--- src/logic/tenyr_pkg.sv ---
package tenyr_pkg;

    // Widths with a meaning of their own
    typedef logic [31:0] word_t;    // Data or address word
    typedef logic [3:0]  reg_idx_t; // Register index
    typedef logic [11:0] imm_t;     // Signed immediate field
    typedef logic [3:0]  alu_op_t;  // Operation code
    typedef logic [1:0]  deref_t;   // Deref mode

    // Field order follows the bit layout of the instruction word, 30 down to 0
    typedef struct packed {
        logic     itype; // 0: O is Y, A is imm; 1: O is imm, A is Y
        deref_t   deref;
        reg_idx_t z;
        reg_idx_t x;
        reg_idx_t y;
        alu_op_t  op;
        imm_t     imm;
    } insn_fields_t;

    // One memory request, held as a level by its requester
    typedef struct packed {
        logic  we;
        word_t addr;
        word_t wdata;
    } bus_req_t;

    typedef enum logic [2:0] {
        S_FETCH,      // Instruction request
        S_FETCH_WAIT, // Instruction word on its way back
        S_EXEC,       // Decode and ALU
        S_MEM,        // Load or store request
        S_MEM_WAIT,   // Load data on its way back
        S_WRITE,      // Register write and PC update
        S_HALT
    } core_state_e;

    localparam reg_idx_t REG_P        = 4'd15;
    localparam word_t    RESET_VECTOR = 32'd0;

    // Deref encodings
    //   00  Z  <-  result
    //   01  Z  <- [result]
    //   10 [Z] <-  result
    //   11 [result] <- Z
    localparam deref_t DEREF_REG   = 2'b00;
    localparam deref_t DEREF_LOAD  = 2'b01;
    localparam deref_t DEREF_ST_Z  = 2'b10;
    localparam deref_t DEREF_ST_RS = 2'b11;

endpackage

--- src/logic/mem_arbiter.sv ---
module mem_arbiter (
    input  logic                clk,
    input  logic                reset_n,
    input  logic                i_host_req,
    input  tenyr_pkg::bus_req_t i_host_bus,
    output logic                o_host_grant,
    output logic                o_host_rvalid,
    input  logic                i_core_req,
    input  tenyr_pkg::bus_req_t i_core_bus,
    output logic                o_core_grant,
    output logic                o_core_rvalid,
    output logic                o_ram_en,
    output logic                o_ram_we,
    output tenyr_pkg::word_t    o_ram_addr,
    output tenyr_pkg::word_t    o_ram_wdata,
    input  logic                i_ram_rvalid
);

    import tenyr_pkg::*;

    logic     last_core_q; // Core won the last grant
    logic     rd_host_q;   // Owner of the read in flight
    logic     host_win, core_win;
    bus_req_t win_bus;

    // Host wins when alone or when the core went last
    assign host_win = i_host_req && (!i_core_req || last_core_q);
    assign core_win = i_core_req && !host_win;

    assign win_bus = host_win ? i_host_bus : i_core_bus;

    assign o_host_grant = host_win;
    assign o_core_grant = core_win;

    assign o_ram_en    = host_win || core_win;
    assign o_ram_we    = o_ram_en && win_bus.we;
    assign o_ram_addr  = win_bus.addr;
    assign o_ram_wdata = win_bus.wdata;

    always_ff @(posedge clk) begin
        if (reset_n) begin
            last_core_q <= 1'b0;
            rd_host_q   <= 1'b0;
        end else begin
            if (o_ram_en)
                last_core_q <= core_win;
            if (o_ram_en && !win_bus.we)
                rd_host_q <= host_win; // RAM answers one cycle later
        end
    end

    assign o_host_rvalid = i_ram_rvalid && rd_host_q;
    assign o_core_rvalid = i_ram_rvalid && !rd_host_q;

endmodule

--- config.mk ---
export PLATFORM = sky130hd
export DESIGN_NAME = mem_arbiter
export DESIGN_NICKNAME = d
export VERILOG_FILES = /design/src/logic/tenyr_pkg.sv /design/src/logic/mem_arbiter.sv
export SDC_FILE = /design/constraint.sdc
export NUM_CORES = 1
export LEC_CHECK = 0
export BUFFER_PORTS_ARGS = -buffer_cell sky130_fd_sc_hd__buf_2
export CAP_MARGIN = 40
export CORE_AREA = 2 2 79 81
export CTS_BUF_LIST = sky130_fd_sc_hd__clkbuf_16
export DETAILED_ROUTE_END_ITERATION = 7
export DIE_AREA = 0 0 81 83
export SYNTH_ARGS = -nofsm -noshare
export SYNTH_HDL_FRONTEND = slang
export SYNTH_SLANG_ARGS = --single-unit
--- constraint.sdc ---
create_clock -name clk -period 1.43 [get_ports clk]
set_clock_uncertainty 0.1 [all_clocks]
set_input_delay 0.0715 -clock clk [delete_from_list [all_inputs] [get_ports clk]]
set_output_delay 0.0715 -clock clk [all_outputs]
set_load 0.005 [all_outputs]
# Word level (Yosys, flattened, before mapping)
# Index checks and enable logic that the tools add are counted.
[op_classes] n_mux=1 reduce_logical=12
[op_table] op="65-bit 2-to-1 mux" count=1
[op_table] op="1-bit logical AND" count=6
[op_table] op="1-bit logical NOT" count=4
[op_table] op="1-bit logical OR" count=2
[totals] ff_bits=2 in_bits=135 output_inout_bits=70 elab_cells=15

# Longest topological paths before layout
# Gate-level depths: netlist of the first run.
[depth] depth_word=7 depth_mapped=5 depth_no_buf=3

# Least setup slack after synthesis of the first run
# Ideal clock, no wire load.
[synth_path] kind="register -> output" startpoint="reg last_core_q" endpoint="out o_ram_addr[25]" t_arrival_ns=1.139 required_time_ns=1.258 slack_ns=0.120 path_stages_with_launch=5 path_buffers=2 path_cell_list="dfxtp_1 -> o21ai_4 -> buf_6 -> buf_8 -> mux2_4"
[synth_via] elab_chain_len=3
[synth_lines] item="start: declaration" line_no="mem_arbiter.sv:21" text="logic last_core_q;"
[synth_lines] item="start signal: assignment" line_no="mem_arbiter.sv:46" text="last_core_q <= core_win;"
[synth_lines] item="1-bit logical OR" line_no="mem_arbiter.sv:27" text="assign host_win = i_host_req && (!i_core_req || last_core_q);"
[synth_lines] item="1-bit logical AND" line_no="mem_arbiter.sv:27"
[synth_lines] item="65-bit 2-to-1 mux" line_no="mem_arbiter.sv:30" text="assign win_bus = host_win ? i_host_bus : i_core_bus;"
[synth_lines] item="end: declaration" line_no="mem_arbiter.sv:14" text="output tenyr_pkg::word_t o_ram_addr,"
# No other way between the ends.

# Final worst setup path of the first run
[layout_path] startpoint="reg last_core_q" endpoint="out o_ram_wdata[11]"
[layout_via] elab_chain_len=3
[layout_lines] item="1-bit logical OR" line_no="mem_arbiter.sv:27"
[layout_lines] item="1-bit logical AND" line_no="mem_arbiter.sv:27"
[layout_lines] item="65-bit 2-to-1 mux" line_no="mem_arbiter.sv:30"
[layout_lines] item="end: declaration" line_no="mem_arbiter.sv:15" text="output tenyr_pkg::word_t o_ram_wdata,"
# No other way between the ends.

==> impl_metrics.tcl, run 1 <==
set metrics [dict create \
    run_status "complete, but fails checks" \
    violations "negative setup slack" \
    netlist_area_sq_mm 0.00105 \
    hold-path-cell-count 2 \
    synth_warnings 0 \
    setup_slack_ns -0.236 \
    reg2reg_depth 5 \
    synth.yosys.seq_area_share_pct 3.81 \
    startpoint_type "register" \
    grt_antenna_before_repair 0 \
    mostFrequentLayoutCells "buf_2 (195), mux2_4 (35), mux2_2 (29)" \
    vdd_drop_max_mv 0.422 \
    p_per_area_mw_per_mm2 527 \
    min_path_type "primary input to register" \
    ff2ff_setup_slack_ns 0.16 \
    multi_input_comb_area_sq_um 941 \
    rsz_0062_raised_after_global_routing "true" \
    detailedPlace.worstSlack_ns -0.0300 \
    max_cap_violations 0 \
    r2r_end "rd_host_q" \
    count_of_boundary_i_o_pins 205 \
    hpwl_microns 3950 \
    starting_density_of_the_core_pct 18.1 \
    route.detailed.wl_per_inst_microns 13.9 \
    hold_path.startpoint "i_host_req" \
    netlist_instances 88 \
    routed_wl_microns 5280 \
    worstPathMaxFanout 4 \
    standard_cell_rows 28 \
    critical_path_end_type "output pin" \
    final.setup.tns_ns -12.65 \
    design_power_total_uw 1330 \
    report.final.hold_viol_count 0 \
    final-max-slew-violation-count 0 \
    cts.sink_count 2 \
    drt_pass1_iterations 2 \
    clock_transition_time_at_the_flip_flop_clock_pins_of_the_worst_setup_and_hold_paths_ns 0.03 \
    grt_remaining_overflow 0 \
    commonest_non_fill_non_tap_cell_in_the_layout "buf_2" \
    critical_path_class "register to output pin" \
    port_buffers 204 \
    antenna_cells 0 \
    worst-slew-pin-transition_ns 0.216 \
    clk_path_buf_depth 2 \
    first_pass_grt_wire_length_microns 7450 \
    final_cell_area_sq_mm 0.00253 \
    placed_cell_area_sq_mm 0.00212 \
    setup_viol 66 \
    tritoncts "yes" \
    ys_seq_elements 2 \
    final.hold.worst_slack_ns 0.0143 \
    floorplan.die.height_microns 83 \
    period_minus_slack_ns 1.67 \
    grt_start_max_net_pins 20 \
    fmax_mhz 600 \
    post_drt_via_cell_ratio 4.22 \
    drive_gt1_share_pct 95.1 \
    grt_pass1_vias 1680 \
    drt_drc_violations_left 0 \
    routed-via-count 1602 \
    layout_worst_path_cycle_share_pct 117 \
    drt_iter0_drc 6 \
    numCtsBuffers 3 \
    max-slew-margin-rel_pct 85.6 \
    synth.net_count 223 \
    antenna_violating_nets_post_route 0 \
    cp_data_arrival_time_ns 1.49 \
    syn_avg_cell_area_sq_um 11.9 \
    area.sequential_sq_um 41.3 \
    reg2reg_launch_point "last_core_q" \
    total_nets_final 442 \
    core_region_area_sq_mm 0.00582 \
    n_fill_cell 591 \
    insertion_delay_to_the_later_sink_of_the_worst_skew_pair_ns 0.22 \
    worstHoldEndpoint "last_core_q" \
    chipWidth_microns 81 \
    gr-usage-all-layers_pct 13.8 \
    worst_ep_required_time_ns 1.26 \
    ctsHtreeMaxLevel 1 \
    cts_root_buffer "clkbuf_16" \
    flow.area_growth_from_synthesis_pct 141 \
    die_area_sq_mm 0.00672 \
    globalplace.congestion 0.726 \
    power.static_leakage_uw 0.00150 \
    synth_cell_types 20 \
]
sequential cells by signal, summed over array words and instances, names as in the netlist:
register     count
rd_host_q        1
last_core_q      1
final cells by class:
| type | instances | share of cell area [%] |
|---|---|---|
| flip-flops and latches | 2 | 1.63 |
| inverters | 3 | 0.444 |
| multi-input cells | 76 | 37.1 |
| well taps | 75 | 3.70 |
| repair buffers | 221 | 54.1 |
| clock buffers | 3 | 2.96 |
per-stage QoR:
step / std cells / utilization (%)
4_1_cts: 377 / 42.3
6_report: 380 / 43.6
2_1_floorplan: 88 / -
5_1_grt: 380 / 43.6
3_3_place_gp: 363 / 36.5
3_5_place_dp: 363 / 36.5
cell families after synthesis:
| kind of cell | synth area share [%] |
|---|---|
| buffers and inverters | 9.52 |
| multiplexers | 79.2 |
| flip-flops | 3.81 |
| AO/OA/AOI/OAI | 3.81 |
| AND/OR/NAND/NOR | 3.69 |
per-layer routing:
layer / GRT usage [%] / routed length [microns]
met4: 3.85 / 61
met3: 2.28 / 570
met1: 14.3 / 1920
met2: 27.4 / 2730
met5: 0 / 0
report_power, final:
group	total, uW	internal [uW]	switching, uW
Combinational	855	571	284
Sequential	64.6	61.0	3.56
Clock	414	355	59.1
worst max-delay path by stage:
| stage | slack (ns) | end | from |
|---|---|---|---|
| 3_3_place_gp | -0.02 | o_ram_wdata[14] | last_core_q |
| 3_5_place_dp | -0.03 | o_ram_wdata[26] | last_core_q |
| 2_1_floorplan | 0.12 | o_ram_addr[25] | last_core_q |
| 6_report | -0.24 | o_ram_wdata[11] | last_core_q |
| 4_1_cts | -0.23 | o_ram_wdata[26] | last_core_q |
| 5_1_grt | -0.30 | o_ram_wdata[0] | last_core_q |
critical path: stages (launching register included):
cell	delay, ns
dfxtp_2	0.32
o21ai_4	0.16
buf_6	0.19
clkbuf_16	0.16
mux2_2	0.32
buf_2	0.13
synth_stat cells:
| cell type | count | area share [%] |
|---|---|---|
| nand2b_1 | 1 | 0.60 |
| mux2_4 | 27 | 39 |
| nand2_1 | 1 | 0.36 |
| buf_4 | 3 | 2.1 |
| or2_2 | 1 | 0.60 |
| buf_8 | 1 | 1.4 |
| and2_1 | 1 | 0.60 |
| a21boi_0 | 1 | 0.71 |
| o32ai_1 | 1 | 0.83 |
| nor2_1 | 1 | 0.36 |
| mux2i_1 | 1 | 0.95 |
| a211oi_1 | 1 | 0.71 |
| inv_2 | 1 | 0.36 |
| dfxtp_1 | 2 | 3.8 |
| buf_6 | 1 | 1.1 |
| nor2b_1 | 2 | 1.2 |
| buf_12 | 2 | 3.8 |
| inv_1 | 2 | 0.71 |
| mux2_2 | 37 | 40 |
| o21ai_4 | 1 | 1.5 |
timing repair:
action,CTS,global route
hold buffers,2,0
buffers inserted,5,0
pin swaps,1,0
endpoints found under the setup margin,65,66
hold endpoints to repair,2,0
cloned,4,3
resized for setup,23,0
No activity file was read; power rests on OpenSTA's default activity.
==> run 2: changes to the inputs <==
- TNS_END_PERCENT: not set -> 30
==> run 2 against run 1 <==
Compared with the run above: the flow still finishes with violations (negative setup slack); worst hold slack worse by 0.0011 ns; clock-buffer cell count did not move; non-clock buffer count decreased by 3; sequential cell count unchanged; total power rose by 14%; sequential power is essentially flat; cell area is 14% higher; wire length rose by 2.0%; maximum frequency down 0.66%; via count decreased by 1.1%; largest power group unchanged.
==> impl_metrics.tcl, run 2 (synthesized netlist as in run 1, its figures left out) <==
set metrics [dict create \
    mostFrequentLayoutCells "buf_2 (146), buf_6 (62), mux2_4 (59)" \
    port_buffers 204 \
    clock_transition_time_at_the_flip_flop_clock_pins_of_the_worst_setup_and_hold_paths_ns 0.03 \
    tritoncts "yes" \
    post_drt_via_cell_ratio 4.20 \
    switching_share_pct 25.2 \
    gr-usage-all-layers_pct 12.3 \
    grt_pass1_vias 1614 \
    drt_drc_violations_left 0 \
    die_area_sq_mm 0.00672 \
    seq_power_share_pct 4.3 \
    chipWidth_microns 81 \
    report.final.hold_viol_count 0 \
    layout_top_registers "last_core_q (1), rd_host_q (1)" \
    route.detailed.wl_per_inst_microns 14.3 \
    routed-via-count 1584 \
    first_pass_grt_wire_length_microns 6730 \
    ctsHtreeMaxLevel 1 \
    power.switching_uw 381 \
    core_region_area_sq_mm 0.00582 \
    count_of_boundary_i_o_pins 205 \
    comb_power_share_pct 68.4 \
    grt_start_max_net_pins 31 \
    final-max-slew-violation-count 0 \
    detailedPlace.worstSlack_ns -0.0300 \
    antenna_violating_nets_post_route 0 \
    globalplace.congestion 0.726 \
    rsz_0062_raised_after_global_routing "true" \
    starting_density_of_the_core_pct 18.1 \
    cp_data_arrival_time_ns 1.51 \
    p_int_uw 1130 \
    hold_path.startpoint "i_host_req" \
    antenna_cells 0 \
    run_status "complete, but fails checks" \
    final.setup.tns_ns -14.34 \
    period_minus_slack_ns 1.68 \
    worst_setup_startpoint "last_core_q" \
    hpwl_microns 3950 \
    worst_ep_required_time_ns 1.26 \
    setup_slack_ns -0.247 \
    clk_path_buf_depth 2 \
    vdd_drop_max_mv 0.455 \
    cts.sink_count 2 \
    standard_cell_rows 28 \
    reg2reg_launch_point "last_core_q" \
    cts_root_buffer "clkbuf_16" \
    drt_iter0_drc 6 \
    numCtsBuffers 3 \
    final_non_filler_cells 377 \
    grt_antenna_before_repair 0 \
    critical_path_end_type "output pin" \
    placed_cell_area_sq_mm 0.00212 \
    worstPathMaxFanout 4 \
    dp.cells 363 \
    commonest_non_fill_non_tap_cell_in_the_layout "buf_2" \
    p_per_area_mw_per_mm2 527 \
    power.static_leakage_uw 0.00169 \
    min_path_type "primary input to register" \
    max_cap_violations 0 \
    flow.area_growth_from_synthesis_pct 174 \
    setup_viol 65 \
    final_cell_area_sq_mm 0.00288 \
    worst-slew-pin-transition_ns 0.224 \
    fmax_mhz 596 \
    final.hold.worst_slack_ns 0.0132 \
    insertion_delay_to_the_later_sink_of_the_worst_skew_pair_ns 0.22 \
    drt_pass1_iterations 2 \
    layout_worst_path_cycle_share_pct 117 \
    max-slew-margin-rel_pct 85.1 \
    startpoint_type "register" \
    power.clock.fraction_pct 27.3 \
    routed_wl_microns 5390 \
    critical_path_class "register to output pin" \
    grt_remaining_overflow 0 \
    violations "negative setup slack" \
    total_nets_final 439 \
    floorplan.die.height_microns 83 \
    drive_gt1_share_pct 95.0 \
]
[run 2: per-layer routing]
metal,global-route usage (%),share of wire (%),vias up
li1,-,-,758
met4,4.31,1.5,0
met1,12.3,33,694
met3,2.28,11,8
met5,0,0,-
met2,24.3,55,124
[run 2: worst max-delay path, stage by stage (launching register included)]
cell       delay (ns)
dfxtp_2          0.32
o21ai_4          0.21
buf_6            0.18
clkbuf_16        0.15
mux2_4           0.31
buf_6            0.12
[run 2: timing repair]
action                     CTS  global route
gates resized for setup     23            71
pin swaps                    1             1
hold buffers                 2             0
gates cloned                 1             6
setup endpoints to repair   65            65
hold endpoints to repair     2             0
setup buffers                2             0
[run 2: cell type report]
class / count / area [sq um]
Fill cell: 543 / 2940
Timing Repair Buffer: 218 / 1620
Multi-Input combinational cell: 76 / 1030
Tap cell: 75 / 93.8
Clock buffer: 3 / 75.1
Sequential cell: 2 / 41.3
Inverter: 3 / 11.3
[run 2: path summary, 6_finish.rpt]
kind                     to  slack (ns)  depth (start not counted)
min reg2reg       rd_host_q        0.40                          2
min             last_core_q        0.01                          2
max          o_ram_wdata[7]       -0.25                          5
max reg2reg       rd_host_q        0.31                          3
[run 2: per-stage QoR]
stage | power [uW] | utilization [%]
floorplan | 417 | -
global placement | 760 | 36.5
detailed placement | 766 | 36.5
CTS | 1290 | 41.2
global route | 1610 | 49.5
finish | 1520 | 49.5
[run 2: power groups by stage]
| stage | Clock [uW] | Combinational (uW) | Sequential, uW |
|---|---|---|---|
| CTS | 421 | 801 | 64.6 |
| global placement | 0 | 696 | 64.5 |
| finish | 414 | 1040 | 64.6 |
| detailed placement | 0 | 702 | 64.6 |
| global route | 435 | 1110 | 65.0 |
| floorplan | 0 | 352 | 64.8 |
