===== src/logic/tenyr_pkg.sv =====
package tenyr_pkg;

    // Widths with a meaning of their own
    typedef logic [31:0] word_t;    // Data or address word
    typedef logic [3:0]  reg_idx_t; // Register index
    typedef logic [11:0] imm_t;     // Signed immediate field
    typedef logic [3:0]  alu_op_t;  // Operation code
    typedef logic [1:0]  deref_t;   // Deref mode

    // Field order follows the bit layout of the instruction word, 30 down to 0
    typedef struct packed {
        logic     itype; // 0: O is Y, A is imm; 1: O is imm, A is Y
        deref_t   deref;
        reg_idx_t z;
        reg_idx_t x;
        reg_idx_t y;
        alu_op_t  op;
        imm_t     imm;
    } insn_fields_t;

    // One memory request, held as a level by its requester
    typedef struct packed {
        logic  we;
        word_t addr;
        word_t wdata;
    } bus_req_t;

    typedef enum logic [2:0] {
        S_FETCH,      // Instruction request
        S_FETCH_WAIT, // Instruction word on its way back
        S_EXEC,       // Decode and ALU
        S_MEM,        // Load or store request
        S_MEM_WAIT,   // Load data on its way back
        S_WRITE,      // Register write and PC update
        S_HALT
    } core_state_e;

    localparam reg_idx_t REG_P        = 4'd15;
    localparam word_t    RESET_VECTOR = 32'd0;

    // Deref encodings
    //   00  Z  <-  result
    //   01  Z  <- [result]
    //   10 [Z] <-  result
    //   11 [result] <- Z
    localparam deref_t DEREF_REG   = 2'b00;
    localparam deref_t DEREF_LOAD  = 2'b01;
    localparam deref_t DEREF_ST_Z  = 2'b10;
    localparam deref_t DEREF_ST_RS = 2'b11;

endpackage


===== src/logic/insn_decode.sv =====
module insn_decode (
    input  tenyr_pkg::word_t        i_insn,
    output tenyr_pkg::insn_fields_t o_fields,
    output logic                    o_illegal,
    output logic                    o_nop
);

    import tenyr_pkg::*;

    logic top_ones; // Top nibble all ones

    // Fields are split out for any word; the flags decide whether they count
    always_comb begin
        o_fields.itype = i_insn[30];
        o_fields.deref = deref_t'(i_insn[29:28]);
        o_fields.z     = reg_idx_t'(i_insn[27:24]);
        o_fields.x     = reg_idx_t'(i_insn[23:20]);
        o_fields.y     = reg_idx_t'(i_insn[19:16]);
        o_fields.op    = alu_op_t'(i_insn[15:12]);
        o_fields.imm   = imm_t'(i_insn[11:0]);
    end

    assign top_ones = &i_insn[31:28];

    // Halting word
    assign o_illegal = top_ones;

    // Bit 31 set without the halt pattern does nothing
    assign o_nop = i_insn[31] && !top_ones;

endmodule


===== src/logic/reg_file.sv =====
module reg_file (
    input  logic               clk,
    input  logic               reset_n,
    input  tenyr_pkg::reg_idx_t i_x_idx,
    input  tenyr_pkg::reg_idx_t i_y_idx,
    input  tenyr_pkg::reg_idx_t i_z_idx,
    input  tenyr_pkg::word_t   i_p_value,
    output tenyr_pkg::word_t   o_x,
    output tenyr_pkg::word_t   o_y,
    output tenyr_pkg::word_t   o_z,
    input  logic               i_we,
    input  tenyr_pkg::word_t   i_wdata
);

    import tenyr_pkg::*;

    // Only r1..r14 hold state, r0 and P are supplied here
    word_t regs [1:14];

    function automatic word_t read_reg(input reg_idx_t idx, input word_t stored,
                                       input word_t p_value);
        word_t value;
        if (idx == '0)
            value = '0;
        else if (idx == REG_P)
            value = p_value; // Address of the instruction plus one
        else
            value = stored;
        return value;
    endfunction

    assign o_x = read_reg(i_x_idx, regs[i_x_idx], i_p_value);
    assign o_y = read_reg(i_y_idx, regs[i_y_idx], i_p_value);
    assign o_z = read_reg(i_z_idx, regs[i_z_idx], i_p_value);

    always_ff @(posedge clk) begin
        if (reset_n) begin
            for (int i = 1; i <= 14; i++)
                regs[i] <= '0;
        end else if (i_we && i_z_idx != '0 && i_z_idx != REG_P) begin
            regs[i_z_idx] <= i_wdata;
        end
    end

endmodule


===== src/logic/alu_exec.sv =====
module alu_exec (
    input  tenyr_pkg::insn_fields_t i_fields,
    input  tenyr_pkg::word_t        i_x,
    input  tenyr_pkg::word_t        i_y,
    output tenyr_pkg::word_t        o_result
);

    import tenyr_pkg::*;

    word_t imm_ext; // Sign-extended immediate
    word_t o_val;   // Right operand of the op
    word_t a_val;   // Addend
    word_t op_val;  // X op O
    logic  shift_out;

    assign imm_ext = {{20{i_fields.imm[11]}}, i_fields.imm};

    assign o_val = i_fields.itype ? imm_ext : i_y;
    assign a_val = i_fields.itype ? i_y : imm_ext;

    // Shift amounts of 32 and up push every bit out
    assign shift_out = (o_val >= 32'd32);

    always_comb begin
        case (i_fields.op)
            4'b0000: op_val = i_x | o_val;
            4'b0001: op_val = i_x & o_val;
            4'b0010: op_val = i_x + o_val;
            4'b0011: op_val = i_x * o_val; // Low 32 bits of the product
            4'b0101: op_val = shift_out ? '0 : (i_x << o_val[4:0]);
            4'b0110: op_val = {32{$signed(i_x) < $signed(o_val)}};
            4'b0111: op_val = {32{i_x == o_val}};
            4'b1000: op_val = {32{$signed(i_x) > $signed(o_val)}};
            4'b1001: op_val = i_x & ~o_val;
            4'b1010: op_val = i_x ^ o_val;
            4'b1011: op_val = i_x - o_val;
            4'b1100: op_val = i_x ^ ~o_val;
            4'b1101: op_val = shift_out ? '0 : (i_x >> o_val[4:0]);
            4'b1110: op_val = {32{i_x != o_val}}; // All ones like the others
            default: op_val = '0; // Reserved 0100 and 1111, result is A alone
        endcase
    end

    assign o_result = op_val + a_val;

endmodule


===== src/logic/core_control.sv =====
module core_control #(
    parameter int ADDR_W = 10
) (
    input  logic                 clk,
    input  logic                 reset_n,
    input  logic                 i_run,
    output logic                 o_req,
    output tenyr_pkg::bus_req_t  o_bus,
    input  logic                 i_grant,
    input  logic                 i_rvalid,
    input  tenyr_pkg::word_t     i_rdata,
    output logic                 o_halt,
    output logic                 o_retire
);

    import tenyr_pkg::*;

    localparam word_t ADDR_MASK = word_t'((64'd1 << ADDR_W) - 64'd1);

    core_state_e  state_q, state_d;
    word_t        pc_q;
    word_t        insn_q;   // Fetched instruction
    word_t        result_q; // ALU result
    word_t        load_q;   // Loaded data
    logic         halt_q;

    insn_fields_t fields;
    logic         illegal, nop;
    word_t        x_val, y_val, z_val;
    word_t        alu_result;
    word_t        wb_value;
    logic         wb_reg;  // Instruction writes Z
    logic         jump;    // Z is P

    insn_decode u_decode (
        .i_insn    (insn_q),
        .o_fields  (fields),
        .o_illegal (illegal),
        .o_nop     (nop)
    );

    reg_file u_regs (
        .clk       (clk),
        .reset_n   (reset_n),
        .i_x_idx   (fields.x),
        .i_y_idx   (fields.y),
        .i_z_idx   (fields.z),
        .i_p_value (pc_q + 32'd1),
        .o_x       (x_val),
        .o_y       (y_val),
        .o_z       (z_val),
        .i_we      (state_q == S_WRITE && wb_reg),
        .i_wdata   (wb_value)
    );

    alu_exec u_alu (
        .i_fields (fields),
        .i_x      (x_val),
        .i_y      (y_val),
        .o_result (alu_result)
    );

    assign wb_reg   = !fields.deref[1] && !nop && !illegal;
    assign wb_value = (fields.deref == DEREF_LOAD) ? load_q : result_q;
    assign jump     = wb_reg && fields.z == REG_P;

    // Requests hold until granted
    assign o_req = (state_q == S_FETCH && i_run) || state_q == S_MEM;

    always_comb begin
        o_bus = '0;
        if (state_q == S_FETCH) begin
            o_bus.addr = pc_q & ADDR_MASK;
        end else if (state_q == S_MEM) begin
            o_bus.we = fields.deref[1];
            case (fields.deref)
                DEREF_ST_Z: begin
                    o_bus.addr  = z_val & ADDR_MASK;
                    o_bus.wdata = result_q;
                end
                DEREF_ST_RS: begin
                    o_bus.addr  = result_q & ADDR_MASK;
                    o_bus.wdata = z_val;
                end
                default: o_bus.addr = result_q & ADDR_MASK; // Load
            endcase
        end
    end

    always_comb begin
        state_d = state_q;
        case (state_q)
            S_FETCH:      if (i_grant) state_d = S_FETCH_WAIT;
            S_FETCH_WAIT: if (i_rvalid) state_d = S_EXEC;
            S_EXEC: begin
                if (illegal || nop || fields.deref == DEREF_REG)
                    state_d = S_WRITE;
                else
                    state_d = S_MEM;
            end
            S_MEM: begin
                if (i_grant)
                    state_d = (fields.deref == DEREF_LOAD) ? S_MEM_WAIT : S_WRITE;
            end
            S_MEM_WAIT:   if (i_rvalid) state_d = S_WRITE;
            S_WRITE:      state_d = illegal ? S_HALT : S_FETCH;
            default:      state_d = S_HALT;
        endcase
    end

    always_ff @(posedge clk) begin
        if (reset_n) begin
            state_q <= S_FETCH;
            pc_q    <= RESET_VECTOR;
            halt_q  <= 1'b0;
        end else begin
            state_q <= state_d;
            if (state_q == S_EXEC && illegal)
                halt_q <= 1'b1; // Sticky until reset
            if (state_q == S_WRITE && !illegal)
                pc_q <= jump ? wb_value : pc_q + 32'd1;
        end
    end

    always_ff @(posedge clk) begin
        if (state_q == S_FETCH_WAIT && i_rvalid)
            insn_q <= i_rdata;
        if (state_q == S_EXEC)
            result_q <= alu_result;
        if (state_q == S_MEM_WAIT && i_rvalid)
            load_q <= i_rdata;
    end

    assign o_halt   = halt_q;
    assign o_retire = (state_q == S_WRITE); // One pulse per instruction

endmodule


===== config.mk =====
export PLATFORM = sky130hd
export DESIGN_NAME = core_control
export DESIGN_NICKNAME = d
export VERILOG_FILES = /design/src/logic/tenyr_pkg.sv /design/src/logic/insn_decode.sv /design/src/logic/reg_file.sv /design/src/logic/alu_exec.sv /design/src/logic/core_control.sv
export SDC_FILE = /design/constraint.sdc
export NUM_CORES = 2
export LEC_CHECK = 0
export BUFFER_PORTS_ARGS = -buffer_cell sky130_fd_sc_hd__clkbuf_2
export CAP_MARGIN = 20
export CORE_ASPECT_RATIO = 1.75
export CORE_MARGIN = 3
export CORE_UTILIZATION = 50
export DETAILED_ROUTE_END_ITERATION = 12
export PLACE_DENSITY_LB_ADDON = 0.12
export RECOVER_POWER = 25
export SYNTH_ARGS = -nofsm -noshare
export SYNTH_HDL_FRONTEND = slang
export SYNTH_HIERARCHICAL = 1
export SYNTH_SLANG_ARGS = --single-unit

===== constraint.sdc =====
create_clock -name clk -period 27.8 [get_ports clk]
set_clock_uncertainty 0.15 [all_clocks]
set_input_delay 0 -clock clk [delete_from_list [all_inputs] [get_ports clk]]
set_output_delay 0 -clock clk [all_outputs]
set_load 0.02 [all_outputs]

After elaboration in Yosys (flattened, before gate mapping). Memory sizes are Yosys's and may differ from the RTL's. A register that Yosys moved wholly into a read port is not among the register bits. Cells that the tools add are included.

Register bits after elaboration: 132. Latch bits: 0. Bits in writable memories: 448. Memory bits (read-only): 0. Bits of input ports: 37. Output and inout port bits: 68. Word-level logic and storage cells: 120. Memories: 1.

Memory list: u_regs.regs (words 14, bits a word 32, rd ports 3, clocked after Yosys merged registers in 3, write ports 14, RTL line reg_file.sv:18) `word_t regs [1:14];`.

Add/sub/neg operators: 4. $mul: 1. Divide/modulo/power cells: 0. Magnitude comparators: 3. Equal/unequal tests: 31. Shift-type cells: 2. Mux-type cells: 38. Bitwise operators: 6. Reductions and logical operators: 28.

Operator list (count): 32-bit 2-to-1 mux (15); 32-bit case mux with 14 select lines (1); 65-bit 2-to-1 mux (1); 32-bit adder (2); 32-bit AND (2); 32-bit case mux with 2 select lines (1); 32-bit XOR (2); 4-bit equality test (second input constant) (10); 32-bit by 1-bit adder with 32-bit output (second input constant) (1); 32-bit equality test (1); 32-bit by 6-bit greater-or-equal comparator with 1-bit output (second input constant) (1); 32-bit greater-than comparator (1); 32-bit < comparator (1); 32-bit by 32-bit multiplier with 32-bit output (1); 32-bit inequality test (1); 32-bit NOT (1); 32-bit bitwise OR (1); 32-bit OR reduction (1); 32-bit by 5-bit left shift with 32-bit output (1); 32-bit by 5-bit right shift with 32-bit output (1); 32-bit subtractor (1); 3-bit 2-to-1 mux (6); 3-bit case mux with 6 select lines (1); 4-bit zero test (4); other kinds (20) (55).

Logic depth before layout (Yosys ltp).
Depth in word-level cells: 14. Gate-level depth with buffers: 50. Mapped depth without buffers: 42.

Modules after synthesis. The synthesis kept the hierarchy.

By module, submodules not included: reg_file (times used 1, cells an instance 2234, area an instance 30805.8 um^2, seq. area each 14924.3 um^2); alu_exec (times used 1, cells an instance 3480, area an instance 26116.3 um^2, seq. area each 0.0 um^2); core_control (times used 1, cells an instance 638, area an instance 6861.6 um^2, seq. area each 3603.5 um^2); insn_decode (times used 1, cells an instance 35, area an instance 251.5 um^2, seq. area each 0.0 um^2).

Worst setup path before layout. OpenSTA, ideal clock, no wires.

Kind: register to register. Start point: register insn_q[16]. End point: register result_q[31], data pin. Setup time: 0.265 ns. Data arrival time: 10.693 ns. Required time: 27.385 ns. Path slack: 16.692 ns. Stages on the path, launching flop included: 45. Path buffers: 8. Period minus slack after synthesis: 11.108 ns. Path through: edfxtp_1 -> buf_4 -> buf_6 -> buf_6 -> mux4_2 -> nor2b_1 -> a211oi_1 -> nor3_1 -> mux2i_1 -> buf_2 -> buf_2 -> clkbuf_1 -> clkbuf_1 -> buf_1 -> nor2_1 -> fa_1 -> fa_1 -> fa_1 -> [... 9 more ...] -> a211oi_1 -> o21ai_1 -> a31o_2 -> a21oi_1 -> xnor2_1 -> a21oi_1 -> o311ai_0 -> ha_1 -> a21o_1 -> a21o_1 -> a21oi_1 -> o21ai_0 -> a21oi_1 -> o21ai_1 -> o31ai_1 -> mux2i_1 -> a211oi_1 -> xor2_1.

Word-level cells in the longest chain between the ends: 8. Elaborated cells on any way between the ends: 26. Those cells by class: 3 x add/sub; 1 x mul; 3 x order compare; 3 x eq/ne; 2 x shift; 7 x mux; 6 x bitwise; 1 x reduce/logical.

Ends and longest elaborated chain: start: declaration (RTL line core_control.sv:22) `word_t insn_q;`; start signal: assignment (RTL line core_control.sv:127) `insn_q <= i_rdata;`; 4-bit equality test (RTL line reg_file.sv:25) `else if (idx == REG_P)`; 32-bit 2-to-1 mux (RTL line reg_file.sv:25); 32-bit 2-to-1 mux * (RTL line reg_file.sv:23) `if (idx == '0)`; via y_val[3] (RTL line core_control.sv:29) `word_t x_val, y_val, z_val;`; branches (longest 4 deep; another with 32-bit by 32-bit multiplier with 32-bit output); 32-bit adder * (RTL line alu_exec.sv:44) `assign o_result = op_val + a_val;`; via alu_result[31] (RTL line core_control.sv:30) `word_t alu_result;`; end signal: assignment (RTL line core_control.sv:129) `result_q <= alu_result;`; end: declaration (RTL line core_control.sv:23) `word_t result_q;`.

Mark *: on every way through the listed nets, which the timed path passes. A chain may end at the register's enable or synchronous reset.

Worst setup path after layout.
Start point: register insn_q[19]. End point: register result_q[31], data pin.

Word-level cells in the longest chain between the ends: 8. Elaborated cells on any way between the ends: 26. Those cells by class: 3 x add/sub; 1 x mul; 3 x order compare; 3 x eq/ne; 2 x shift; 7 x mux; 6 x bitwise; 1 x reduce/logical.

Ends and longest elaborated chain (RTL line): 4-bit equality test (reg_file.sv:25); 32-bit 2-to-1 mux (reg_file.sv:25); 32-bit 2-to-1 mux * (reg_file.sv:23); via y_val[6] (core_control.sv:29); branches (longest 4 deep; another with 32-bit by 32-bit multiplier with 32-bit output); 32-bit adder * (alu_exec.sv:44); via alu_result[31] (core_control.sv:30).

Marks and branches as above.

==> results_dict.tcl <==
set metrics [dict create \
    worst-path-buf-inv 11 \
    outcome "complete, but fails checks" \
    cp_slowest_cell "nor3_1" \
    grt_pass1_wl_um 420600 \
    yosys_warnings 6 \
    drv_slew 163 \
    synth.cell_area_sq_um 64040 \
    place.gp.congestion 1.084 \
    dp_slack_ps 14380 \
    crit_path_start "insn_q[19]" \
    fp.dieH_um 479.4 \
    ys_async_sr_fraction 0 \
    r2r_cells 44 \
    rsz0062_at_grt "no" \
    violations "max-capacitance violations, max-slew violations" \
    synth_edf_count 593 \
    cp.required_ps 28040 \
    grt_use_total 0.4486 \
    syn2layout_area_growth_pct 6.680 \
    powerDensity_nw_per_um2 154.5 \
    end_kind "register" \
    drc 0 \
    cts_setup_buffers 0 \
    setup_tns_ps 0 \
    synth_flop_cell "edfxtp_1" \
    r2r_slack_ps 13950 \
    htree_num_levels 2 \
    place_hpwl_um 210200 \
    fin_crit_ps 13850 \
    ys_types 114 \
    clk_pin_slew_worst_paths_ps 80 \
    max_stage_delay_ps 720 \
    grt_pass1_vias 57175 \
    post_cts_resized 0 \
    post_drt_wl_per_cell_um 37.63 \
    layout_commonest_cell "edfxtp_1" \
    use_met1 0.4444 \
    power_mw 10.56 \
    layout_common_cells "edfxtp_1, nor2_1, nand2_1, inv_1, and2_1" \
    gr-total-overflow 0 \
    rows 173 \
    worst-path-max-fanout 32 \
    met3_usage 0.1244 \
    crit_arrival_ps 14080 \
    worstMarginPinSlew_ps 3037 \
    critPathLaunchType "register" \
    hold_viol_final 0 \
    setup_ws_ps 13950 \
    drive_gt1_frac 0.1339 \
    antenna_found_initial 23 \
    ant_nets 0 \
    core-area_sq_um 127100 \
    path_depth 44 \
    crit_type "register to register" \
    cts-buffers-inserted 54 \
    fill_cells 11506 \
    grt_max_degree 91 \
    die-area_sq_um 132600 \
    use_met2 0.7300 \
    vdd_ir_drop_max_v 0.0004720 \
    clock_sinks 629 \
    vias 55664 \
    cts_buffer_depth 3 \
    clockRootBuffer "clkbuf_16" \
    setup_viol 0 \
    cts_tree "done" \
    ys_seq_area_frac 0.2893 \
    layout.nets 6996 \
    start_util 0.5040 \
    clkLatencyLatePin_ps 650 \
    busiest_layer "met2" \
    drv_cap 6 \
    r2r-start "insn_q[19]" \
    avgSynthCellArea_sq_um 10.03 \
    hold_class "input port to register" \
    r2r-end "result_q[31]" \
    finalCritPeriodShare 0.4981 \
    maxSlewHeadroom -1.025 \
    ios 105 \
    timing.critical_path.to "result_q[31]" \
    dr.pass1.iters 7 \
    drt_wl_total_um 302200 \
    p_leak_nw 27.72 \
    fmax_mhz 72.21 \
    drt-initial-drc-count 6716 \
    routed_via_density 6.933 \
    holdBufCountCts 54 \
    synthCells 6387 \
    fp.dieW_um 276.5 \
    port_buffers 82 \
    min_path_cells 2 \
    synth-seq-cells 629 \
    path_delay_family "adder cells" \
    crit_top_cell "fa_1" \
]
-- synth_stat cells (70+ instances only) --
cell / instances / area [sq um]
mux2i_1: 236 / 2362
o21ai_0: 270 / 1351
nand3_1: 93 / 465.5
nand2_1: 517 / 1941
mux4_2: 253 / 5698
o211ai_1: 72 / 540.5
clkbuf_1: 264 / 991.0
nor2_1: 586 / 2200
buf_2: 112 / 560.5
inv_1: 467 / 1753
buf_4: 86 / 645.6
a211oi_1: 85 / 638.1
ha_1: 252 / 3153
and2_1: 469 / 2934
mux2_2: 117 / 1318
xnor2_1: 134 / 1174
fa_1: 411 / 8228
nor3_1: 70 / 350.3
o221ai_1: 86 / 753.2
a21oi_1: 244 / 1221
o22ai_1: 74 / 462.9
edfxtp_1: 593 / 17810
-- worst min path at each step --
stage                      startpoint    endpoint  slack [ps]
after floorplan            i_rdata[0]   insn_q[0]         -50
after global placement    i_rdata[23]  load_q[23]          40
after detailed placement  i_rdata[17]  insn_q[17]          50
after CTS                 i_rdata[22]  insn_q[22]           4
after global routing       i_rdata[4]   load_q[4]         130
final                      i_rdata[4]   load_q[4]         130
-- registers in the layout, summed over array words and instances, names as in the netlist --
register	count
insn_q	32
load_q	32
o_halt	1
pc_q	32
result_q	32
state_q	3
u_regs/regs	497
-- routing by layer --
metal / vias to the layer above / wire, um
met4: 12 / 40640
met5: - / 87
li1: 22389 / -
met2: 4095 / 140400
met1: 27448 / 90350
met3: 1720 / 30730
-- logic make-up after synthesis --
| kind of cell | count (synthesis) | synth area share |
|---|---|---|
| AOI/OAI and AO/OA | 1205 | 0.1274 |
| xor gates and xnor gates | 178 | 0.02446 |
| adders and majority gates | 663 | 0.1777 |
| buffers and inverters | 1060 | 0.07552 |
| DFF | 629 | 0.2893 |
| muxes | 611 | 0.1479 |
| other | 2 | 0.0001173 |
| and+or+nand+nor | 2039 | 0.1576 |
-- power breakdown --
part | internal (mW) | switching, mW | leakage (nW)
Clock | 0.460 | 0.383 | 0.915
Combinational | 3.29 | 5.27 | 20.5
Sequential | 1.11 | 0.0362 | 6.27
-- layout make-up --
| type | count | area [sq um] | share of cell area |
|---|---|---|---|
| multi-input combinational | 4767 | 41280 | 0.6043 |
| timing repair buffer | 347 | 2601 | 0.03808 |
| inverter | 497 | 1866 | 0.02731 |
| antenna | 25 | 62.56 | 0.0009158 |
| clock buffer | 70 | 1505 | 0.02203 |
| sequential | 629 | 18530 | 0.2712 |
| tap | 1662 | 2079 | 0.03044 |
| clock inverter | 32 | 392.9 | 0.005751 |
-- through the flow --
step / utilization / instances / hold WS [ps] / area (sq um)
after global placement: 0.5177 / 7836 / 44.81 / 65780
final: 0.5376 / 8029 / 127.2 / 68310
after floorplan: - / 6456 / -51.13 / 64290
after global routing: 0.5373 / 8014 / 129.7 / 68280
after CTS: 0.5373 / 7996 / 3.894 / 68260
after detailed placement: 0.5181 / 7840 / 45.49 / 65830
No activity file was read; power rests on OpenSTA's default activity.
